## src/hdl/rast_geom_pkg.sv

```systemverilog
// Rasterizer geometry types
package rast_geom_pkg;

    localparam int SIGFIG = 16; // Bits per coordinate
    localparam int RADIX  = 4;  // Fraction bits, 16 units per pixel
    localparam int VERTS  = 3;  // Vertices per triangle

    // Signed fixed point, RADIX fraction bits
    typedef logic signed [SIGFIG-1:0] coord_t;

    // One pixel step on the sample grid
    localparam coord_t PIXEL = coord_t'(1 << RADIX);

    typedef struct packed {
        coord_t x;
        coord_t y;
    } vertex_t;

    // Vertex 0 sits in the low bits
    typedef vertex_t [VERTS-1:0] triangle_t;

    // Inclusive sample range, both corners on the grid
    typedef struct packed {
        vertex_t min;
        vertex_t max;
    } box_t;

    // Screen size in coordinate units
    typedef struct packed {
        coord_t width;
        coord_t height;
    } screen_t;

endpackage

```

## src/hdl/rast_stream_pkg.sv

```systemverilog
// Rasterizer stage records
package rast_stream_pkg;

    import rast_geom_pkg::*;

    localparam int CHANNEL_BITS = 8;

    typedef logic [CHANNEL_BITS-1:0] channel_t;

    typedef struct packed {
        channel_t r;
        channel_t g;
        channel_t b;
    } color_t;

    // Triangle entering the pipeline
    typedef struct packed {
        logic      valid;
        triangle_t triangle;
        color_t    color;
    } tri_packet_t;

    // Triangle plus its clamped box
    typedef struct packed {
        logic      valid;
        triangle_t triangle;
        color_t    color;
        box_t      box;
    } boxed_packet_t;

    // One sample location to be tested
    typedef struct packed {
        logic      valid;
        triangle_t triangle;
        color_t    color;
        vertex_t   sample;
    } sample_packet_t;

    // Covered sample
    typedef struct packed {
        logic    valid;
        vertex_t loc;
        color_t  color;
    } hit_packet_t;

    typedef enum logic {
        ITER_WAIT,
        ITER_TEST
    } iter_state_t;

endpackage

```

## src/hdl/rast_bbox.sv

```systemverilog
// Triangle bounding box stage
`timescale 1ns/10ps

module rast_bbox
    import rast_geom_pkg::*;
    import rast_stream_pkg::*;
(
    input  logic          clk,
    input  logic          rst,
    input  tri_packet_t   tri_in,
    input  screen_t       screen,
    input  logic          halt,
    output boxed_packet_t boxed
);

    vertex_t lo;       // Raw per-axis minimum
    vertex_t hi;       // Raw per-axis maximum
    vertex_t lo_snap;
    vertex_t hi_snap;
    vertex_t limit;    // Last sample on screen
    box_t    box_next;
    logic    accept;
    logic    cull;

    // Round down to the pixel grid
    function automatic coord_t snap(coord_t v);
        return {v[SIGFIG-1:RADIX], {RADIX{1'b0}}};
    endfunction

    function automatic coord_t clamp(coord_t v, coord_t top);
        if (v < 0)
            return '0;
        else if (v > top)
            return top;
        return v;
    endfunction

    assign accept = tri_in.valid && !halt;

    always_comb begin
        lo = tri_in.triangle[0];
        hi = tri_in.triangle[0];
        for (int i = 1; i < VERTS; i++) begin
            if (tri_in.triangle[i].x < lo.x)
                lo.x = tri_in.triangle[i].x;
            if (tri_in.triangle[i].y < lo.y)
                lo.y = tri_in.triangle[i].y;
            if (tri_in.triangle[i].x > hi.x)
                hi.x = tri_in.triangle[i].x;
            if (tri_in.triangle[i].y > hi.y)
                hi.y = tri_in.triangle[i].y;
        end
    end

    assign lo_snap.x = snap(lo.x);
    assign lo_snap.y = snap(lo.y);
    assign hi_snap.x = snap(hi.x);
    assign hi_snap.y = snap(hi.y);

    assign limit.x = screen.width - PIXEL;
    assign limit.y = screen.height - PIXEL;

    // Unclamped box entirely off screen on some axis
    assign cull = (hi_snap.x < 0) || (hi_snap.y < 0) ||
                  (lo_snap.x >= screen.width) || (lo_snap.y >= screen.height);

    assign box_next.min.x = clamp(lo_snap.x, limit.x);
    assign box_next.min.y = clamp(lo_snap.y, limit.y);
    assign box_next.max.x = clamp(hi_snap.x, limit.x);
    assign box_next.max.y = clamp(hi_snap.y, limit.y);

    always_ff @(posedge clk) begin
        if (rst)
            boxed.valid <= 1'b0;
        else
            boxed.valid <= accept && !cull; // Single cycle strobe

        if (accept) begin
            boxed.triangle <= tri_in.triangle;
            boxed.color    <= tri_in.color;
            boxed.box      <= box_next;
        end
    end

endmodule

```

## config.mk

```make
export PLATFORM = sky130hd
export DESIGN_NAME = rast_bbox
export DESIGN_NICKNAME = d
export VERILOG_FILES = /design/src/hdl/rast_geom_pkg.sv /design/src/hdl/rast_stream_pkg.sv /design/src/hdl/rast_bbox.sv
export SDC_FILE = /design/constraint.sdc
export NUM_CORES = 1
export LEC_CHECK = 0
export BUFFER_PORTS_ARGS = -buffer_cell sky130_fd_sc_hd__buf_2
export CORE_AREA = 2 2 165 199
export CTS_CLUSTER_SIZE = 10
export DETAILED_ROUTE_END_ITERATION = 10
export DIE_AREA = 0 0 167 201
export GPL_TIMING_DRIVEN = 0
export HOLD_SLACK_MARGIN = 0.03
export PLACE_DENSITY_LB_ADDON = 0.08
export SYNTH_ARGS = -nofsm -noshare
export SYNTH_HDL_FRONTEND = slang
export SYNTH_SLANG_ARGS = --single-unit
```

## constraint.sdc

```tcl
create_clock -name clk -period 26.9 [get_ports clk]
set_clock_uncertainty 0.2 [all_clocks]
set_input_delay 5.38 -clock clk [delete_from_list [all_inputs] [get_ports clk]]
set_output_delay 5.38 -clock clk [all_outputs]
set_load 0.01 [all_outputs]
```

## After elaboration in Yosys (flattened, before gate mapping)

Cells that the tools add are included.

- Flip-flop bits (word level): 185
- Bits of input ports: 156
- Output and inout bits: 185
- Word-level logic and storage cells: 81

- $add $sub $neg: 2
- Order comparisons: 18
- Mux-type cells: 28
- Bitwise operators: 4
- Reduce and logical (&&, ||, !) cells: 11

Operators by type and width:

| operator | number |
|---|---|
| $mux W16 | 20 |
| $gt A16 B16 Y1 | 8 |
| $lt A16 B1 Y1 const B | 4 |
| $lt A16 B16 Y1 | 4 |
| $ge A16 B16 Y1 | 2 |
| $sub A16 B6 Y16 const B | 2 |
| $mux W1 | 8 |
| $reduce_or A2 Y1 | 4 |
| $not A1 Y1 | 4 |
| $logic_or A1 B1 Y1 | 3 |
| $logic_and A1 B1 Y1 | 2 |
| $logic_not A1 Y1 | 2 |

## Logic depth before layout (Yosys ltp)

Gate-level depths: netlist of run 1.

- Depth in word-level cells: 10
- Gate-level depth with buffers: 34

## Worst setup path after synthesis of run 1

OpenSTA, ideal clock, no wires.

- Path kind: input-to-reg
- Start point: in halt
- End point: reg boxed[184] in the netlist's numbering
- Arrival: 15.404 ns
- Slack: 11.218 ns
- Stages on the path: 5
- Buffers on the path: 0
- Cells stage by stage: nor2b_1 o21ai_0 a211o_1 or4_1 nor3_1

- Longest elaborated chain between the ends: 3

RTL lines:

| element | line | RTL |
|---|---|---|
| from (decl) | rast_bbox.sv:12 | `input logic halt,` |
| $logic_not A1 Y1 | rast_bbox.sv:38 | `assign accept = tri_in.valid && !halt;` |
| $logic_and A1 B1 Y1 | rast_bbox.sv:38 |  |
| $logic_and A1 B1 Y1 | rast_bbox.sv:76 | `boxed.valid <= accept && !cull;` |
| to (decl) | rast_bbox.sv:13 | `output boxed_packet_t boxed` |

Every way passes these cells.
A chain may end at the register's enable or synchronous reset.

==> key figures, run 1 <==
Run status
  – Status: finished, final reports clean

Finish
  – Design area: 15400 sq um
  – Share of cells above drive strength 1: 27.37%
  – Synthesis-to-layout area growth: 22.81%
  – Biggest register: boxed
  – Regs by FF count: boxed (185)
  – Nets: 1853
  – Fill count: 3080
  – Number of diodes: 0
  – Max reg flops: 185

Timing
  – Final setup violating endpoints: 0
  – RSZ-0062 raised after global routing: no
  – F_max: 0.07255 GHz
  – Max-slew violation count: 0
  – Slew margin rel.: 28.88%
  – Slew @ Worst Pin: 1067 ps
  – Final worst path period need: 13780 ps
  – Final Hold Vio Count: 0
  – Fin Setup TNS: 0 ps
  – Tcrit/Tclk final: 51.24%
  – Setup ws final: 13120 ps

Worst hold path
  – Hold Crit Start: tri_in[7]
  – Min-delay worst type: in -> reg
  – WHS Endpoint: boxed[71]$_DFFE_PP_
  – WHS Path Cells: 1

Power and ir drop
  – Clk pwr share: 23.8%
  – PwrDens: 65.91 nW/um^2
  – Internal Power: 0.0006327 W
  – Sw Pwr: 0.0003822 W
  – Worst vdd ir: 29.96 uV
  – Flop pwr share: 35.4%
  – Net Sw Frac: 37.66%
  – Comb pwr share: 40.7%
  – Pleak: 7.000 nW

Logic synthesis
  – Post-synthesis adder-cell area fraction: 17.16%
  – Asr flop ratio synth: 0%
  – Synth Cell Area: 12540 sq um
  – Sequential share of the synthesized area: 44.22%
  – EDFF count, synth: 184
  – Mapped Nets: 1489
  – Compound-cell area share of the yosys netlist: 15.39%
  – Syn avg cell area: 10.80 sq um
  – Number of unique standard cell types used by synthesis: 73
  – Seq cells post-synth: 185
  – Top FF cell, synth: edfxtp_1
  – Post-Synthesis Cells: 1161
  – Post-Synth Simple-Gate Area: 10.56%
  – Synth Area in XOR/XNOR: 1.397%
  – Largest family of logic cells by synthesized area: adder cells
  – Mux contribution to synthesized area: 6.476%
  – Yosys Warn Count: 0

Die
  – Core ar.: 31800 sq um
  – Die outline width: 167 um
  – Rows: 72
  – Die area: 33570 sq um
  – Initial Utilization: 39.43%
  – Die height: 201 um
  – Io pins: 341

Routing
  – DR iter-0 viols: 476
  – Total Wirelength: 38670 um
  – First-pass detailed-route iteration total: 5
  – Vias per cell: 5.321
  – Routed wire per std cell: 19.88 um
  – DRC: 0
  – Routed Antenna Nets: 0
  – DR vias: 10350

Critical path
  – CP Launch Point: tri_in[55]
  – Endpoint type of the worst setup path: register
  – CP Data Required Time: 26970 ps
  – Arr. time, crit path: 13850 ps
  – Maximum fanout along the worst path: 10
  – CP delay by family, top: compound AO/OA/AOI/OAI gates
  – Crit-path slowest cell: nor3_2
  – Setup CP Type: in -> reg
  – Startpoint types: input port
  – CP Buf/Inv Count: 6
  – CP max stage delay: 540 ps

Clocking
  – CTS root buffer: clkbuf_16
  – Post-CTS Setup Bufs: 0
  – H-tree Lvls: 4
  – CTS Buf Count: 17
  – Max clock buf depth: 2
  – Sink Count: 185
  – CTS tree: yes
  – Post_cts resized: 0
  – Post-CTS Hold Buffers: 0
  – CTS clk-pin slew, worst paths: 70 ps

Global route
  – Total GRT Usage: 22.91%
  – Global-route wire length before repair: 58860 um
  – Antenna violations before repair: 1
  – Grt ovf: 0
  – Largest net degree at the start of global routing: 37
  – Vias in the first global route: 10650

Placed design
  – GP Congestion: 0.8782
  – DP Area: 14860 sq um
  – Detail Placement HPWL: 32090 um
  – Port bufs: 340
  – Pre-CTS WS: 12670 ps

Flow run
  – Max_cap viols: 0
cell usage in the layout, fill, tap and decap left out, types with 4 or more instances in the layout:
master	count
inv_6	4
ha_1	172
o21a_1	12
clkbuf_16	17
a21oi_1	102
xnor2_1	18
nand2_1	45
nor2_1	94
mux2i_1	68
and3_1	10
nand4_1	23
nor4_1	6
mux2_2	6
o31ai_1	14
edfxtp_1	184
clkbuf_1	23
nor3b_1	5
o22ai_1	4
o211a_1	9
a22oi_1	10
buf_2	350
nor3_1	16
inv_1	117
o21ai_0	35
a211oi_1	17
and2_1	6
a2111oi_0	5
or4_1	4
o221ai_2	9
o211ai_1	5
a21boi_0	4
a21o_1	25
nor2b_1	12
nand3_1	32
buf_12	5
stage by stage:
| stage | utilization, % | instances | hold slack [ps] | total power (W) |
|---|---|---|---|---|
| floorplan | - | 1161 | 5279 | 0.0006414 |
| finish | 48.43 | 1945 | 4889 | 0.001015 |
| detailed placement | 46.72 | 1913 | 5358 | 0.0007795 |
| CTS | 48.43 | 1945 | 4865 | 0.001024 |
| global route | 48.43 | 1945 | 4870 | 0.001080 |
| global placement | 46.38 | 1908 | 5356 | 0.0007764 |
kinds of logic (layout without fill, tap and decap cells):
family | after synthesis | after routing
xor gates and xnor gates | 20 | 20
buffers and inverters | 154 | 531
AOI/OAI and AO/OA | 283 | 283
DFF | 185 | 185
muxes | 78 | 78
adders and majority gates | 172 | 172
and+or+nand+nor | 269 | 269
how the worst max path moves through the flow:
stage                                 end  slack [ps]  cells past startpoint
floorplan           boxed[184]$_SDFF_PP0_       11220                      5
global placement    boxed[184]$_SDFF_PP0_        7450                      6
detailed placement    boxed[53]$_DFFE_PP_       12670                     35
CTS                   boxed[53]$_DFFE_PP_       13150                     35
global route          boxed[53]$_DFFE_PP_       12460                     33
finish                boxed[53]$_DFFE_PP_       13120                     32
power groups by stage:
stage | Combinational (W) | Sequential [W] | Clock (W)
3_5_place_dp | 0.000413 | 0.000366 | 0
2_1_floorplan | 0.000256 | 0.000385 | 0
6_report | 0.000413 | 0.000359 | 0.000242
4_1_cts | 0.000415 | 0.000360 | 0.000249
3_3_place_gp | 0.000405 | 0.000371 | 0
5_1_grt | 0.000460 | 0.000362 | 0.000257
synthesized netlist by cell type, types with 16 or more instances:
cell | instances | area (sq um)
edfxtp_1 | 184 | 5525
ha_1 | 172 | 2152
inv_1 | 117 | 439.2
a21oi_1 | 102 | 510.5
nor2_1 | 94 | 352.8
mux2i_1 | 68 | 680.7
nand2_1 | 45 | 168.9
o21ai_0 | 35 | 175.2
nand3_1 | 32 | 160.2
a21o_1 | 25 | 187.7
nand4_1 | 23 | 143.9
clkbuf_1 | 21 | 78.83
xnor2_1 | 18 | 157.7
a211oi_1 | 17 | 127.6
nor3_1 | 16 | 80.08
area by class of cell:
cell class	count	area, sq um	area share (%)
plain buffers	35	155.1	1.007
clock buffers	19	432.9	2.811
clock inverters	13	108.9	0.7069
inverters	119	446.7	2.901
multi-input cells	822	6400	41.56
flip-flops and latches	185	5545	36.01
well taps	407	509.2	3.307
repair buffers	345	1802	11.70
metal layers:
metal / global-route usage, % / vias to the layer above / wire length [um]
met2: 44.94 / 271 / 21420
li1: - / 5099 / -
met1: 24.04 / 4916 / 14730
met4: 9.606 / 2 / 1208
met5: 0 / - / 7
met3: 3.233 / 61 / 1299
Power figures use the tool's default switching activity.
==> run 2: changes to the inputs <==
--- a/config.mk
+++ b/config.mk
@@ -5,11 +5,12 @@
 export SDC_FILE = /design/constraint.sdc
 export NUM_CORES = 1
 export LEC_CHECK = 0
+export ABC_AREA = 1
 export BUFFER_PORTS_ARGS = -buffer_cell sky130_fd_sc_hd__buf_2
-export CORE_AREA = 2 2 165 199
+export CORE_AREA = 2 2 164 198
 export CTS_CLUSTER_SIZE = 10
 export DETAILED_ROUTE_END_ITERATION = 10
-export DIE_AREA = 0 0 167 201
+export DIE_AREA = 0 0 166 200
 export GPL_TIMING_DRIVEN = 0
 export HOLD_SLACK_MARGIN = 0.03
 export PLACE_DENSITY_LB_ADDON = 0.08
==> constraint.sdc (replaced) <==
create_clock -name clk -period 11.3 [get_ports clk]
set_clock_uncertainty 0.2 [all_clocks]
set_input_delay 2.26 -clock clk [delete_from_list [all_inputs] [get_ports clk]]
set_output_delay 2.26 -clock clk [all_outputs]
set_load 0.01 [all_outputs]
==> run 2 against run 1 <==
  * Combinational power grew to 2.5 times the previous value
  * Routed wire length shrank 10%
  * First-iteration DRC count shrank 4.6%
  * Sequential share of layout area grew 0.30 points
  * Global-route usage shrank 2.1 points
  * Cell area shrank 0.82%
  * Die area shrank 1.1%
  * Sequential power grew 140%
  * Non-clock buffer count shrank 3
  * Setup slack lost 10000 ps
  * Clock-buffer cell count grew 4
  * Critical endpoint is now boxed[5]$_DFFE_PP_
  * Largest power group unchanged
==> key figures, run 2 <==
Critical path
  – CP Data Required Time: 11260 ps (-15710 ps)
  – Endpoint type of the worst setup path: register
  – Arr. time, crit path: 8250 ps (-5600 ps)
  – Maximum fanout along the worst path: 10 (unchanged)
  – CP max stage delay: 390 ps (-150 ps)
  – Crit-path slowest cell: clkbuf_1
  – CP delay by family, top: compound AO/OA/AOI/OAI gates
  – Startpoint types: input port
  – CP Buf/Inv Count: 5 (-1)
  – Setup CP Type: in -> reg

Global route
  – Antenna violations before repair: 1 (unchanged)
  – Vias in the first global route: 10360 (-2.7%)
  – Busiest grt layer: met2
  – M3 GR Usage: 3.766% (+0.53 points)
  – Global-route wire length before repair: 53630 um (-8.9%)
  – Grt ovf: 0 (unchanged)
  – Total GRT Usage: 20.81% (-2.1 points)
  – Largest net degree at the start of global routing: 38 (+2.7%)
  – GRT met1 Usage: 22.49% (-1.5 points)
  – Met2 usage in global routing: 40.71% (-4.2 points)

Logic synthesis
  – Top cells by count, synth: nand2_1 (273), edfxtp_1 (184), ha_1 (172)
  – Cell taking the most area after synthesis: edfxtp_1
  – Yosys top cell area share: 44.87% (+0.81 points)
  – Seq cells post-synth: 185 (unchanged)
  – Sequential share of the synthesized area: 45.03% (+0.81 points)
  – Mux contribution to synthesized area: 0% (-6.5 points)
  – Post-Synthesis Cells: 1318 (+14%)
  – Synth Area in XOR/XNOR: 1.494% (+0.097 points)
  – Synth area leaders: edfxtp_1 (45%), ha_1 (17%), nand2_1 (8.3%)
  – Yosys Warn Count: 0 (unchanged)
  – Post-Synth Simple-Gate Area: 19.38% (+8.8 points)
  – Compound-cell area share of the yosys netlist: 9.907% (-5.5 points)
  – Syn avg cell area: 9.343 sq um (-13%)
  – Most common cell in the netlist: nand2_1
  – Synth Cell Area: 12310 sq um (-1.8%)
  – Top FF cell, synth: edfxtp_1
  – EDFF count, synth: 184 (unchanged)
  – Asr flop ratio synth: 0% (unchanged)
  – Post-synthesis adder-cell area fraction: 17.48% (+0.31 points)
  – Mapped Nets: 1646 (+11%)
  – Number of unique standard cell types used by synthesis: 48 (-34%)
  – Largest family of logic cells by synthesized area: simple AND/OR/NAND/NOR gates

Worst hold path
  – Min-delay worst type: in -> reg

Timing
  – RSZ-0062 raised after global routing: no
  – Final setup violating endpoints: 0 (unchanged)
  – Final Hold Vio Count: 0 (unchanged)
  – Tcrit/Tclk final: 73.38%
  – Fin Hold WS: 1772 ps (-3117 ps)
  – Final worst path period need: 8292 ps
  – F_max: 0.1206 GHz
  – Fin Setup TNS: 0 ps (unchanged)
  – Setup ws final: 3008 ps (-10110 ps)
  – Max-slew violation count: 0 (unchanged)
  – Slew @ Worst Pin: 591.0 ps (-475.9 ps)
  – Slew margin rel.: 59.58% (+31 points)

Power and ir drop
  – Total power: 0.002554 W (+150%)
  – Pleak: 7.315 nW (+4.5%)
  – Worst vdd ir: 77.90 uV (+160%)
  – PwrDens: 167.2 nW/um^2 (+150%)

Placed design
  – GP Congestion: 0.8409 (-4.2%)
  – Pre-CTS WS: 2662 ps (-10010 ps)
  – Port bufs: 340 (unchanged)
  – Detail Placement HPWL: 28670 um (-11%)

Finish
  – Commonest non-fill, non-tap cell in the layout: buf_2
  – Regs by FF count: boxed (185)
  – Biggest register: boxed
  – Synthesis-to-layout area growth: 24.03%
  – Max reg flops: 185 (unchanged)
  – Nets: 2011 (+8.5%)
  – Most frequent cells in the layout: buf_2 (349), nand2_1 (273), edfxtp_1 (184)
  – Fill count: 3035 (-1.5%)
  – Share of cells above drive strength 1: 26.42% (-0.96 points)

Clocking
  – Sink Count: 185 (unchanged)
  – CTS Buf Count: 17 (unchanged)
  – Post-CTS Setup Bufs: 0 (unchanged)
  – CTS root buffer: clkbuf_16
  – Max clock buf depth: 2 (unchanged)
  – Post-CTS Hold Buffers: 0 (unchanged)
  – CTS clk-pin slew, worst paths: 70 ps (about the same)
  – H-tree Lvls: 4 (unchanged)
  – Post_cts resized: 0 (unchanged)
  – CTS tree: yes

Die
  – Core ar.: 31180 sq um (-1.9%)
  – Io pins: 341 (unchanged)
  – Die outline width: 166 um (-0.60%)
  – Rows: 71 (-1.4%)
  – Die height: 200 um (-0.50%)
  – Die area: 33200 sq um (-1.1%)
  – Initial Utilization: 39.49% (+0.061 points)

Flow run
  – Max_cap viols: 0 (unchanged)

Routing
  – Routed Antenna Nets: 0 (unchanged)
  – DR iter-0 viols: 454 (-4.6%)
  – Routed wire per std cell: 16.59 um (-17%)
  – Vias per cell: 4.951 (-6.9%)
  – Total Wirelength: 34820 um (-10%)
  – First-pass detailed-route iteration total: 5 (unchanged)
  – DR vias: 10390 (+0.43%)
  – DRC: 0 (unchanged)

Run status
  – Status: finished, final reports clean
## run 2: cell types whose count changed after synthesis, moves of 15 or more
cell,before,now
a21o_1,25,4
nor2_1,94,64
inv_1,117,166
o21ai_0,35,94
mux2i_1,68,0
o21ai_1,1,20
nand3_1,32,98
xor2_1,2,18
a21oi_1,102,70
nand3_2,0,26
nand2_1,45,273
xnor2_1,18,3
## run 2: through the flow
step           area (sq um)  instances  utilization [%]
2_1_floorplan         12310       1318                -
3_3_place_gp          14520       2059            46.56
3_5_place_dp          14650       2065            46.99
4_1_cts               15270       2097            48.97
5_1_grt               15270       2098            48.97
6_report              15270       2099            48.98
## run 2: metal layers
| metal | vias to the layer above | wire (um) |
|---|---|---|
| li1 | 5318 | - |
| met3 | 45 | 1416 |
| met4 | 0 | 744 |
| met2 | 253 | 19010 |
| met1 | 4777 | 13640 |
| met5 | - | 0 |
## run 2: path summary, 6_finish.rpt
kind / startpoint / to / slack (ps) / cells past startpoint
min: tri_in[8] / boxed[72]$_DFFE_PP_ / 1770 / 1
max: tri_in[39] / boxed[5]$_DFFE_PP_ / 3010 / 34
## run 2: logic make-up (layout without fill, tap and decap cells)
| group | after synthesis | in the layout |
|---|---|---|
| and+or+nand+nor | 515 | 515 |
| AOI/OAI and AO/OA | 221 | 221 |
| DFF | 185 | 185 |
| other | 0 | 2 |
| buffers and inverters | 204 | 582 |
| xor gates and xnor gates | 21 | 21 |
| adders and majority gates | 172 | 172 |
## run 2: cell type report
cell class              count  area [sq um]  area share, %
diodes                      2         5.005        0.03277
plain buffers              31         177.7          1.163
clock buffers              23         478.0          3.129
clock inverters             9         137.6         0.9011
inverters                 173         649.4          4.252
multi-input cells         929          5949          38.95
flip-flops and latches    185          5545          36.31
well taps                 401         501.7          3.285
repair buffers            346          1829          11.98
## run 2: power by group
group | leakage, nW | total (W) | internal, W | switching [W]
clock network | 0.299 | 0.000636 | 0.000368 | 0.000268
registers | 1.69 | 0.000875 | 0.000860 | 0.0000146
logic | 5.33 | 0.00104 | 0.000366 | 0.000676
total | 7.31 | 0.00255 | 0.00159 | 0.000959
