--- src/hdl/rast_geom_pkg.sv ---
// Rasterizer geometry types
package rast_geom_pkg;

    localparam int SIGFIG = 16; // Bits per coordinate
    localparam int RADIX  = 4;  // Fraction bits, 16 units per pixel
    localparam int VERTS  = 3;  // Vertices per triangle

    // Signed fixed point, RADIX fraction bits
    typedef logic signed [SIGFIG-1:0] coord_t;

    // One pixel step on the sample grid
    localparam coord_t PIXEL = coord_t'(1 << RADIX);

    typedef struct packed {
        coord_t x;
        coord_t y;
    } vertex_t;

    // Vertex 0 sits in the low bits
    typedef vertex_t [VERTS-1:0] triangle_t;

    // Inclusive sample range, both corners on the grid
    typedef struct packed {
        vertex_t min;
        vertex_t max;
    } box_t;

    // Screen size in coordinate units
    typedef struct packed {
        coord_t width;
        coord_t height;
    } screen_t;

endpackage

--- src/hdl/rast_stream_pkg.sv ---
// Rasterizer stage records
package rast_stream_pkg;

    import rast_geom_pkg::*;

    localparam int CHANNEL_BITS = 8;

    typedef logic [CHANNEL_BITS-1:0] channel_t;

    typedef struct packed {
        channel_t r;
        channel_t g;
        channel_t b;
    } color_t;

    // Triangle entering the pipeline
    typedef struct packed {
        logic      valid;
        triangle_t triangle;
        color_t    color;
    } tri_packet_t;

    // Triangle plus its clamped box
    typedef struct packed {
        logic      valid;
        triangle_t triangle;
        color_t    color;
        box_t      box;
    } boxed_packet_t;

    // One sample location to be tested
    typedef struct packed {
        logic      valid;
        triangle_t triangle;
        color_t    color;
        vertex_t   sample;
    } sample_packet_t;

    // Covered sample
    typedef struct packed {
        logic    valid;
        vertex_t loc;
        color_t  color;
    } hit_packet_t;

    typedef enum logic {
        ITER_WAIT,
        ITER_TEST
    } iter_state_t;

endpackage

--- src/hdl/rast_sample_iter.sv ---
// Sample iterator over a bounding box
`timescale 1ns/10ps

module rast_sample_iter
    import rast_geom_pkg::*;
    import rast_stream_pkg::*;
(
    input  logic           clk,
    input  logic           rst,
    input  boxed_packet_t  boxed,
    output sample_packet_t samp,
    output logic           halt
);

    iter_state_t state;
    vertex_t     last;       // Box max, final sample of the walk
    coord_t      row_start;  // Box min x for the row wrap
    logic        at_last;
    logic        at_row_end;
    vertex_t     next_sample;

    assign at_last    = (samp.sample == last);
    assign at_row_end = (samp.sample.x == last.x);

    // Raster order, x first then down one row
    always_comb begin
        next_sample = samp.sample;
        if (at_row_end) begin
            next_sample.x = row_start;
            next_sample.y = samp.sample.y + PIXEL;
        end else begin
            next_sample.x = samp.sample.x + PIXEL;
        end
    end

    // Hold off the producer while a walk runs or a box waits
    assign halt = (state == ITER_TEST) || boxed.valid;

    always_ff @(posedge clk) begin
        if (rst) begin
            state      <= ITER_WAIT;
            samp.valid <= 1'b0;
        end else begin
            case (state)
                ITER_WAIT: begin
                    if (boxed.valid) begin
                        state      <= ITER_TEST;
                        samp.valid <= 1'b1; // First sample is box min
                    end
                end
                ITER_TEST: begin
                    if (at_last) begin
                        state      <= ITER_WAIT;
                        samp.valid <= 1'b0;
                    end
                end
                default: begin
                    state      <= ITER_WAIT;
                    samp.valid <= 1'b0;
                end
            endcase
        end
    end

    // Triangle and walk position
    always_ff @(posedge clk) begin
        if (state == ITER_WAIT) begin
            if (boxed.valid) begin
                samp.triangle <= boxed.triangle;
                samp.color    <= boxed.color;
                samp.sample   <= boxed.box.min;
                last          <= boxed.box.max;
                row_start     <= boxed.box.min.x;
            end
        end else if (!at_last) begin
            samp.sample <= next_sample;
        end
    end

endmodule

--- config.mk ---
export PLATFORM = sky130hd
export DESIGN_NAME = rast_sample_iter
export DESIGN_NICKNAME = d
export VERILOG_FILES = /design/src/hdl/rast_geom_pkg.sv /design/src/hdl/rast_stream_pkg.sv /design/src/hdl/rast_sample_iter.sv
export SDC_FILE = /design/constraint.sdc
export NUM_CORES = 1
export LEC_CHECK = 0
export BUFFER_PORTS_ARGS = -buffer_cell sky130_fd_sc_hd__buf_4
export CAP_MARGIN = 20
export CORE_UTILIZATION = 42
export DETAILED_ROUTE_END_ITERATION = 8
export HOLD_SLACK_MARGIN = 0.03
export PLACE_DENSITY = 0.76
export SLEW_MARGIN = 20
export SYNTH_ARGS = -nofsm -noshare
export SYNTH_HDL_FRONTEND = slang
export SYNTH_SLANG_ARGS = --single-unit
--- constraint.sdc ---
create_clock -name clk -period 9.5 [get_ports clk]
set_input_delay 0.475 -clock clk [delete_from_list [all_inputs] [get_ports clk]]
set_output_delay 0.475 -clock clk [all_outputs]
set_load 0.02 [all_outputs]
After elaboration in Yosys (flattened, before gate mapping)
Index checks and enable logic that the tools add are counted.

Register bits after elaboration: 202. Input bits: 187. Word-level logic and storage cells: 42.

Add/sub/neg operators: 2. Equality and inequality tests: 6. Mux-type cells: 11. Bitwise logic cells: 1. Reductions and logical operators: 6.

Operators by type and width (number): $mux W32 (3); $add A16 B6 Y16 const B (2); $eq A32 B32 Y1 (1); $mux W16 (2); $eq A16 B16 Y1 (1); $reduce_and A2 Y1 (3); $mux W1 (4); $ne A2 B1 Y1 const B (2); $ne A2 B2 Y1 const B (2); $pmux W1 S2 (2); $reduce_and A3 Y1 (1); $reduce_bool A2 Y1 (1); $logic_or A1 B1 Y1 (1); $not A1 Y1 (1).

Depth between registers and ports, before layout
Gate-level depths: netlist (run 1).

Word-level depth: 4. Gate-level depth with buffers: 6.

Worst setup path after synthesis (run 1)
No wires, ideal clock.

Path kind: in2reg. Start: input boxed[184] in the netlist's numbering. End: register samp[10] in the netlist's numbering, enable pin. Data arrival time: 9066 ps. Data required time: 9126 ps. Slack: 59 ps. Cell stages on the path: 2. Path buffers: 0. Cells stage by stage: nor2b_1 -> o21ba_1.

Word-level cells in the longest chain between the ends: 2.

RTL lines: start, declared (line rast_sample_iter.sv:10) `input boxed_packet_t boxed,`; $reduce_bool A2 Y1 (no line); $reduce_and A3 Y1 (no line); end, declared (line rast_sample_iter.sv:11) `output sample_packet_t samp,`.

Every way passes these cells. A chain may end at the register's enable or synchronous reset.

Final worst setup path (run 1)
Start: register state. End: register samp[10] in the netlist's numbering, enable pin.

Word-level cells in the longest chain between the ends: 2. Elaborated cells between the ends (all ways): 4. Those cells by class: eq/ne: 2; reduce/logical: 2.

RTL lines: start, declared (line rast_sample_iter.sv:15) `iter_state_t state;`; start signal, assigned (line rast_sample_iter.sv:41) `state <= ITER_WAIT;`; start signal, assigned (line rast_sample_iter.sv:47) `state <= ITER_TEST;`; start signal, assigned (line rast_sample_iter.sv:53) `state <= ITER_WAIT;`; $ne A2 B1 Y1 (no line), or another cell as far along; $reduce_and A3 Y1 (no line) *.

Every way passes the cells marked *; elsewhere a longest branch is shown, timed or not.

==> impl_summary.log, run 1 <==
INFO  metric cts.repair.resized = 0
INFO  metric yosysUniqueCellTypes = 26
INFO  metric drtIter0Drc = 327
INFO  metric synth.top_cell.area_share = 82.84%
INFO  metric arrival_worst_endpoint = 2.95 ns
INFO  metric rsz0062_at_grt = no
INFO  metric cts-buffers-inserted = 22
INFO  metric die_height = 133.4 um
INFO  metric synth.ff_latch_count = 202
INFO  metric relative_contribution_of_the_clock_network_to_total_power = 38.7%
INFO  metric cap_viol_max_count = 0
INFO  metric worst_setup_path_start_kind = register
INFO  metric multi_input_area = 0.001146 mm^2
INFO  metric cp.required = 9.62 ns
INFO  metric global_route.overflow_total = 0
INFO  metric nFillCells = 1238
INFO  metric worst-path-max-fanout = 48
INFO  metric synthToLayoutAreaGrowth = 49.21%
INFO  metric netlist_top_cells_area = sky130_fd_sc_hd__edfxtp_1 (83%), sky130_fd_sc_hd__xor2_1 (5.1%), sky130_fd_sc_hd__xnor2_1 (1.2%)
INFO  metric pd_cells = 201.0 mW/mm^2
INFO  metric die_w = 133.4 um
INFO  metric hold_buffers = 0
INFO  metric cts_tree = built
INFO  metric hp-class = in2reg
INFO  metric synth-edff-count = 200
INFO  metric grt_pass1_wl = 29.33 mm
INFO  metric power_share_of_the_sequential_group = 49.8%
INFO  metric register_area = 0.006047 mm^2
INFO  metric post_synth_inst_count = 391
INFO  metric worst_setup_hold_path_clk_slew = 0.06 ns
INFO  metric number_of_rows_in_the_core_area = 47
INFO  metric grt_pass1_vias = 5110
INFO  metric yosysWarningCount = 0
INFO  metric p_leak = 0.004461 uW
INFO  metric place.gp.congestion = 0.8651
INFO  metric fraction_of_final_layout_cells_with_drive_strength_greater_than_1 = 49.22%
INFO  metric clock_latency = 0.50 ns
INFO  metric clk_path_buf_depth = 3
INFO  metric switching_share = 22.87%
INFO  metric worst_rel_slew_slack = 29.60%
INFO  metric drt_wl_total = 20.02 mm
INFO  metric synth_net_count = 580
INFO  metric io_pins = 341
INFO  metric status = complete, no violations
INFO  metric slew_violations = 0
INFO  metric synth_area_leader_cell = sky130_fd_sc_hd__edfxtp_1
INFO  metric post_drt_wl_per_cell = 20.28 um
INFO  metric grt_max_degree = 79
INFO  metric die-area = 0.01779 mm^2
INFO  metric post_synth_instance_area = 0.007249 mm^2
INFO  metric port_buffers = 340
INFO  metric core_area = 0.01670 mm^2
INFO  metric dp_cells = 945
INFO  metric final_cell_area = 0.01082 mm^2
INFO  metric detailroute.via_count = 4768
INFO  metric drc = 0
INFO  metric criticalPathCategory = reg2reg
INFO  metric whs = 0.1491 ns
INFO  metric global_route.usage.total = 22.19%
INFO  metric clk_root_buffer_cell = sky130_fd_sc_hd__clkbuf_16
INFO  metric avgViaCountPerCell = 4.831
INFO  metric seq_area_frac_synth = 83.40%
INFO  metric cts_post_setup_buffers_inserted = 0
INFO  metric power.ir.vdd_worst = 0.1480 mV
INFO  metric initial_core_util = 43.41%
INFO  metric most_used_standard_cell_by_instance_count_after_synthesis = sky130_fd_sc_hd__edfxtp_1
INFO  metric ys_dominant_reg_cell = sky130_fd_sc_hd__edfxtp_1
INFO  metric final_count_of_negative_setup_slack_endpoints = 0
INFO  metric hold_violations_final = 0
INFO  metric totalNegativeSetupSlack = 0 ns
INFO  metric synth.avg_cell_area = 18.54 um^2
INFO  metric instances_no_fill = 987
INFO  metric switching_power = 497.3 uW
INFO  metric pwr-share-comb = 11.6%
INFO  metric internal-power = 1677 uW
INFO  metric hpwlAfterDp = 14.96 mm
INFO  metric post-route-period-util = 29.81%
INFO  metric timing.fmax = 353.1 MHz
INFO  metric cts.htree.levels = 1
INFO  metric finish.net_count = 939
INFO  metric ant_nets = 0
INFO  metric cp-end-kind = register
INFO  metric post_dp_cell_area = 0.01007 mm^2
INFO  metric final.setup_skew = 0.01124 ns
INFO  metric grt_antenna_before_repair = 1
INFO  metric detail_route.first_pass.iterations = 4
INFO  metric async_reset_ff_share = 0%
INFO  metric worst_slew_pin_slew = 1.052 ns
INFO  metric fin_crit = 2.832 ns
INFO  metric sinks_on_the_clock_net = 202
INFO  metric yosys-top-cells-count = sky130_fd_sc_hd__edfxtp_1 (200), sky130_fd_sc_hd__xor2_1 (42), sky130_fd_sc_hd__nand2_1 (23)
## flip-flops by register name, indices dropped and copies added, names as in the netlist
| signal | count |
|---|---|
| samp | 153 |
| last | 32 |
| row_start | 16 |
| state | 1 |
## routing by layer
| metal | vias to the layer above | routed length [um] | track usage [%] |
|---|---|---|---|
| met5 | - | 0 | 0 |
| met4 | 0 | 967 | 11.11 |
| met3 | 51 | 1751 | 7.458 |
| met2 | 234 | 10420 | 39.00 |
| met1 | 2280 | 6882 | 23.79 |
| li1 | 2203 | - | - |
## layout by cell type, fill, tap and decap left out, drive strengths merged, types with 5 or more instances in the layout
master    n
edfxtp  200
nor4      9
clkinv    9
nand3     9
buf     344
xnor2    10
inv       8
o21ai     7
mux2i     8
nand2    23
clkbuf   28
a21oi    12
nor2b     5
nand4     6
xor2     42
nor2     19
nor3      6
## metrics by stage
step	total power (uW)	util (%)	worst slack (ns)
floorplan	1211	-	0.05911
global placement	1344	60.32	6.690
detailed placement	1351	60.32	6.537
CTS	2193	64.59	6.557
global route	2242	64.75	6.429
finish	2174	64.77	6.668
## cells by family (layout without fill, tap and decap cells)
logic type               after synthesis  after routing  share of synthesized area, %
multiplexers                           9              9                         1.260
XOR/XNOR                              52             52                         6.282
other                                  0              1                             0
buffers and inverters                 17            392                        0.8974
flip-flops                           202            202                         83.40
adder cells (fa/ha/maj)                2              2                        0.3451
AND/OR/NAND/NOR                       81             81                         5.402
AO/OA/AOI/OAI                         28             28                         2.416
## worst max-delay path, cell delays in order (launching register included)
cell                      delay (ns)
sky130_fd_sc_hd__dfxtp_2        0.92
sky130_fd_sc_hd__inv_1          0.54
sky130_fd_sc_hd__nor4_2         0.51
sky130_fd_sc_hd__o21ba_1        0.48
## final cells by class
cell class | count | share of cell area (%)
clock buffer | 28 | 5.298
timing repair buffer | 344 | 24.06
sequential | 202 | 55.91
multi-input combinational | 172 | 10.60
antenna | 1 | 0.02313
tap | 220 | 2.545
inverter | 8 | 0.2776
clock inverter | 12 | 1.296
## worst paths after layout
kind,from,cells past startpoint,slack (ns),endpoint
setup / recovery,state,3,6.67,samp[10]
hold / removal,boxed[182],1,0.15,samp[150]
setup reg to reg,state,3,6.67,samp[10]
hold reg to reg,samp[152],2,0.50,samp[152]
## power groups by stage
stage	registers, uW	logic (uW)	clock network [uW]
after floorplan	1150	58.4	0
after global placement	1100	247	0
after detailed placement	1100	251	0
after CTS	1080	253	857
after global routing	1090	266	888
final	1080	252	841
Power figures use the tool's default switching activity.
==> run 2: changes to the inputs <==
- ABC_AREA: default -> 1
- CORE_UTILIZATION: 42 -> 43
- PLACE_DENSITY: 0.76 -> 0.77
- clock period: 9.5 -> 2.3 ns (I/O delays scaled with it)
==> run 2 against run 1 <==
  * Utilization rose by 11 points
  * Sequential power rose to 4.1 times the previous value
  * Count of clock-buffer cells in the layout did not move
  * Critical path type unchanged
  * Cell area rose by 21%
  * Largest cell class unchanged
  * Non-clock buffer count rose by 193
  * Wire length rose by 39%
  * Sequential cell count did not move
  * Critical endpoint is now samp[21]
  * Clock skew rose by 0.010 ns
==> impl_summary.log, run 2 <==
INFO  metric timing.reg2reg.setup_slack = 0.26 ns (-6.41 ns)
INFO  metric worst_rel_slew_slack = 66.99% (+37 points)
INFO  metric fin_crit = 2.042 ns (-0.7906 ns)
INFO  metric die_w = 135.3 um (+1.5%)
INFO  metric synth.ff_latch_count = 202 (unchanged)
INFO  metric synth-edff-count = 200 (unchanged)
INFO  metric worst_setup_path_start_kind = register
INFO  metric timing.hold.worst.start = boxed[184]
INFO  metric clk_path_buf_depth = 3 (unchanged)
INFO  metric synth.top_cell.area_share = 78.55% (-4.3 points)
INFO  metric cp-end-kind = register
INFO  metric fin_util = 75.33% (+11 points)
INFO  metric port_buffers = 340 (unchanged)
INFO  metric worst-path-max-fanout = 12 (-75%)
INFO  metric cts_post_setup_buffers_inserted = 0 (unchanged)
INFO  metric finalPower = 9265 uW (+330%)
INFO  metric clk_root_buffer_cell = sky130_fd_sc_hd__clkbuf_16
INFO  metric fraction_of_synthesized_cell_area_in_xor_and_xnor_cells = 2.176% (-4.1 points)
INFO  metric hold_depth = 4 (+3)
INFO  metric yosys-top-cells-count = sky130_fd_sc_hd__edfxtp_1 (200), sky130_fd_sc_hd__nand2_1 (152), sky130_fd_sc_hd__inv_1 (56)
INFO  metric most_used_standard_cell_by_instance_count_after_synthesis = sky130_fd_sc_hd__edfxtp_1
INFO  metric p_leak = 0.005732 uW (+29%)
INFO  metric hpwlAfterDp = 16.39 mm (+9.5%)
INFO  metric die-area = 0.01832 mm^2 (+3.0%)
INFO  metric yosysWarningCount = 0 (unchanged)
INFO  metric drt_wl_total = 27.87 mm (+39%)
INFO  metric number_of_rows_in_the_core_area = 48 (+2.1%)
INFO  metric yosys.area_share.adder = 0.3273% (-0.018 points)
INFO  metric clock_latency = 0.51 ns (about the same)
INFO  metric io_pins = 341 (unchanged)
INFO  metric placement.setup.worst_slack = 0.05809 ns (-6.479 ns)
INFO  metric synth.avg_cell_area = 13.85 um^2 (-25%)
INFO  metric synth_simple_gate_area_share = 13.21% (+7.8 points)
INFO  metric drc = 0 (unchanged)
INFO  metric fin_ws = 0.2582 ns (-6.409 ns)
INFO  metric largest_register_ff_count = 153 (unchanged)
INFO  metric seq_area_frac_synth = 79.07% (-4.3 points)
INFO  metric synthToLayoutAreaGrowth = 71.00%
INFO  metric netlist_top_cells_area = sky130_fd_sc_hd__edfxtp_1 (79%), sky130_fd_sc_hd__nand2_1 (7.5%), sky130_fd_sc_hd__inv_1 (2.7%)
INFO  metric synth_net_count = 741 (+28%)
INFO  metric ant_nets = 0 (unchanged)
INFO  metric final.setup_skew = 0.02164 ns (+0.01039 ns)
INFO  metric cts_tree = built
INFO  metric totalNegativeSetupSlack = 0 ns (unchanged)
INFO  metric detail_route.first_pass.iterations = 6 (+2)
INFO  metric yosys-mux-area-fraction = 0% (-1.3 points)
INFO  metric detailroute.via_count = 6601 (+38%)
INFO  metric ys_dominant_reg_cell = sky130_fd_sc_hd__edfxtp_1
INFO  metric final_count_of_negative_setup_slack_endpoints = 0 (unchanged)
INFO  metric critical_path.cell_chain = inv_1 > nand2_1 > nand2_1 > nor2_1 > nand2_1 > nor2_1 > nand3_1 > o21bai_1 > inv_2
INFO  metric switching_power = 2361 uW (+370%)
INFO  metric core_area = 0.01736 mm^2 (+3.9%)
INFO  metric global_route.overflow_total = 0 (unchanged)
INFO  metric r2r_end = samp[21]
INFO  metric hp-class = in2reg
INFO  metric finish.net_count = 1292 (+38%)
INFO  metric async_reset_ff_share = 0% (unchanged)
INFO  metric criticalPathCategory = reg2reg
INFO  metric place.gp.congestion = 0.8642 (-0.10%)
INFO  metric timing.fmax = 489.8 MHz (+39%)
INFO  metric mostFrequentLayoutCells = sky130_fd_sc_hd__buf_4 (350), sky130_fd_sc_hd__edfxtp_1 (200), sky130_fd_sc_hd__dlygate4sd3_1 (185)
INFO  metric cp.required = 2.51 ns (-7.11 ns)
INFO  metric worst_slew_pin_slew = 0.4951 ns (-0.5569 ns)
INFO  metric relative_contribution_of_the_clock_network_to_total_power = 35.6% (-3.1 points)
INFO  metric cts-buffers-inserted = 22 (unchanged)
INFO  metric grt_pass1_wl = 39.90 mm (+36%)
INFO  metric rsz0062_at_grt = no
INFO  metric path_common_cell = sky130_fd_sc_hd__nand2_1
INFO  metric layout_top_registers = samp x153, last x32, row_start x16
INFO  metric yosysUniqueCellTypes = 28 (+7.7%)
INFO  metric critical_path.slowest_cell = sky130_fd_sc_hd__edfxtp_1
INFO  metric hold_violations_final = 0 (unchanged)
INFO  metric die_height = 135.3 um (+1.5%)
INFO  metric drtIter0Drc = 337 (+3.1%)
INFO  metric grt_pass1_vias = 6865 (+34%)
INFO  metric power_share_of_the_sequential_group = 48.3% (-1.5 points)
INFO  metric pd_cells = 708.6 mW/mm^2 (+250%)
INFO  metric global_route.usage.total = 30.06% (+7.9 points)
INFO  metric worst_setup_hold_path_clk_slew = 0.06 ns (about the same)
INFO  metric initial_core_util = 44.05% (+0.65 points)
INFO  metric layout_commonest_cell = sky130_fd_sc_hd__buf_4
INFO  metric regMostFlops = samp
INFO  metric status = complete, no violations
INFO  metric grt_max_degree = 91 (+15%)
INFO  metric switching_share = 25.49% (+2.6 points)
INFO  metric worst_reg2reg_path_startpoint = samp[11]
INFO  metric internal-power = 6904 uW (+310%)
INFO  metric worst_r2r_path_depth = 9 (+6)
INFO  metric synth_area_leader_cell = sky130_fd_sc_hd__edfxtp_1
INFO  metric fraction_of_final_layout_cells_with_drive_strength_greater_than_1 = 35.57% (-14 points)
INFO  metric grt_antenna_before_repair = 1 (unchanged)
INFO  metric post_synth_inst_count = 552 (+41%)
INFO  metric cts.htree.levels = 1 (unchanged)
INFO  metric post-route-period-util = 88.77% (+59 points)
INFO  metric synth_compound_area_share = 1.620% (-0.80 points)
INFO  metric power.ir.vdd_worst = 0.5910 mV (+300%)
INFO  metric post_drt_wl_per_cell = 20.69 um (+2.0%)
INFO  metric cap_viol_max_count = 0 (unchanged)
INFO  metric post_synth_instance_area = 0.007646 mm^2 (+5.5%)
INFO  metric sinks_on_the_clock_net = 202 (unchanged)
INFO  metric pwr-share-comb = 16.2% (+4.6 points)
INFO  metric arrival_worst_endpoint = 2.25 ns (-0.70 ns)
INFO  metric slew_violations = 0 (unchanged)
INFO  metric critPathMaxStageDelay = 0.42 ns (-0.50 ns)
INFO  metric avgViaCountPerCell = 4.901 (+1.4%)
INFO  metric timing.hold.worst_endpoint = state
INFO  metric synth_top_family_by_area = simple AND/OR/NAND/NOR gates
==> run 2: area by class of cell <==
class                      instances  area (um^2)
tap                              225        281.5
fill                             999         4282
antenna                            3        7.507
clock buffer                      28        593.1
sequential                       202         6046
multi-input combinational        281         1340
clock inverter                    12        66.31
inverter                          59        221.5
timing repair buffer             537         4519
==> run 2: worst max path at each step <==
stage                   from        to  slack, ns  depth (start not counted)
floorplan              state   last[0]      -1.09                          2
global placement    samp[18]  samp[14]       0.12                          7
detailed placement   samp[9]  samp[14]       0.06                          7
CTS                  samp[9]  samp[14]       0.04                          7
global route        samp[11]  samp[21]       0.11                          9
finish              samp[11]  samp[21]       0.26                          9
==> run 2: stage by stage <==
step	cell area, um^2	hold slack, ns	std cells
after detailed placement	10550	0.2925	1119
after CTS	13060	0.08056	1344
after floorplan	7666	0.1874	552
after global placement	10550	0.2930	1119
final	13080	0.1415	1347
after global routing	13070	0.1560	1345
==> run 2: layer usage <==
metal | track usage [%] | wire length, um | vias up
li1 | - | - | 2990
met1 | 33.14 | 9752 | 3136
met4 | 15.61 | 1629 | 0
met3 | 6.921 | 2046 | 95
met5 | 0 | 0 | -
met2 | 53.90 | 14450 | 380
==> run 2: worst max-delay path, delay by kind of cell (launching register included) <==
family	cells	cell delay [ns]
AND/OR/NAND/NOR	6	0.64
AO/OA/AOI/OAI	1	0.35
flip-flops	1	0.42
buffers and inverters	2	0.32
==> run 2: power groups by stage <==
stage / sequential [uW] / clock (uW) / combinational [uW]
6_report: 4470 / 3290 / 1500
5_1_grt: 4490 / 3450 / 1580
4_1_cts: 4450 / 3270 / 1450
3_5_place_dp: 4530 / 0 / 1190
3_3_place_gp: 4520 / 0 / 1170
2_1_floorplan: 4740 / 0 / 312
==> run 2: what timing repair did <==
item / 4_1_cts / 5_1_grt
hold endpoints to repair: 202 / 0
endpoints found under the setup margin: 0 / 16
hold buffers: 185 / 0
resized for setup: 0 / 2
==> run 2: cell families after synthesis <==
kind of cell    Yosys count
xor+xnor                 19
fa+ha+maj                 2
flops                   202
simple gates            237
buf+inv                  69
compound gates           23
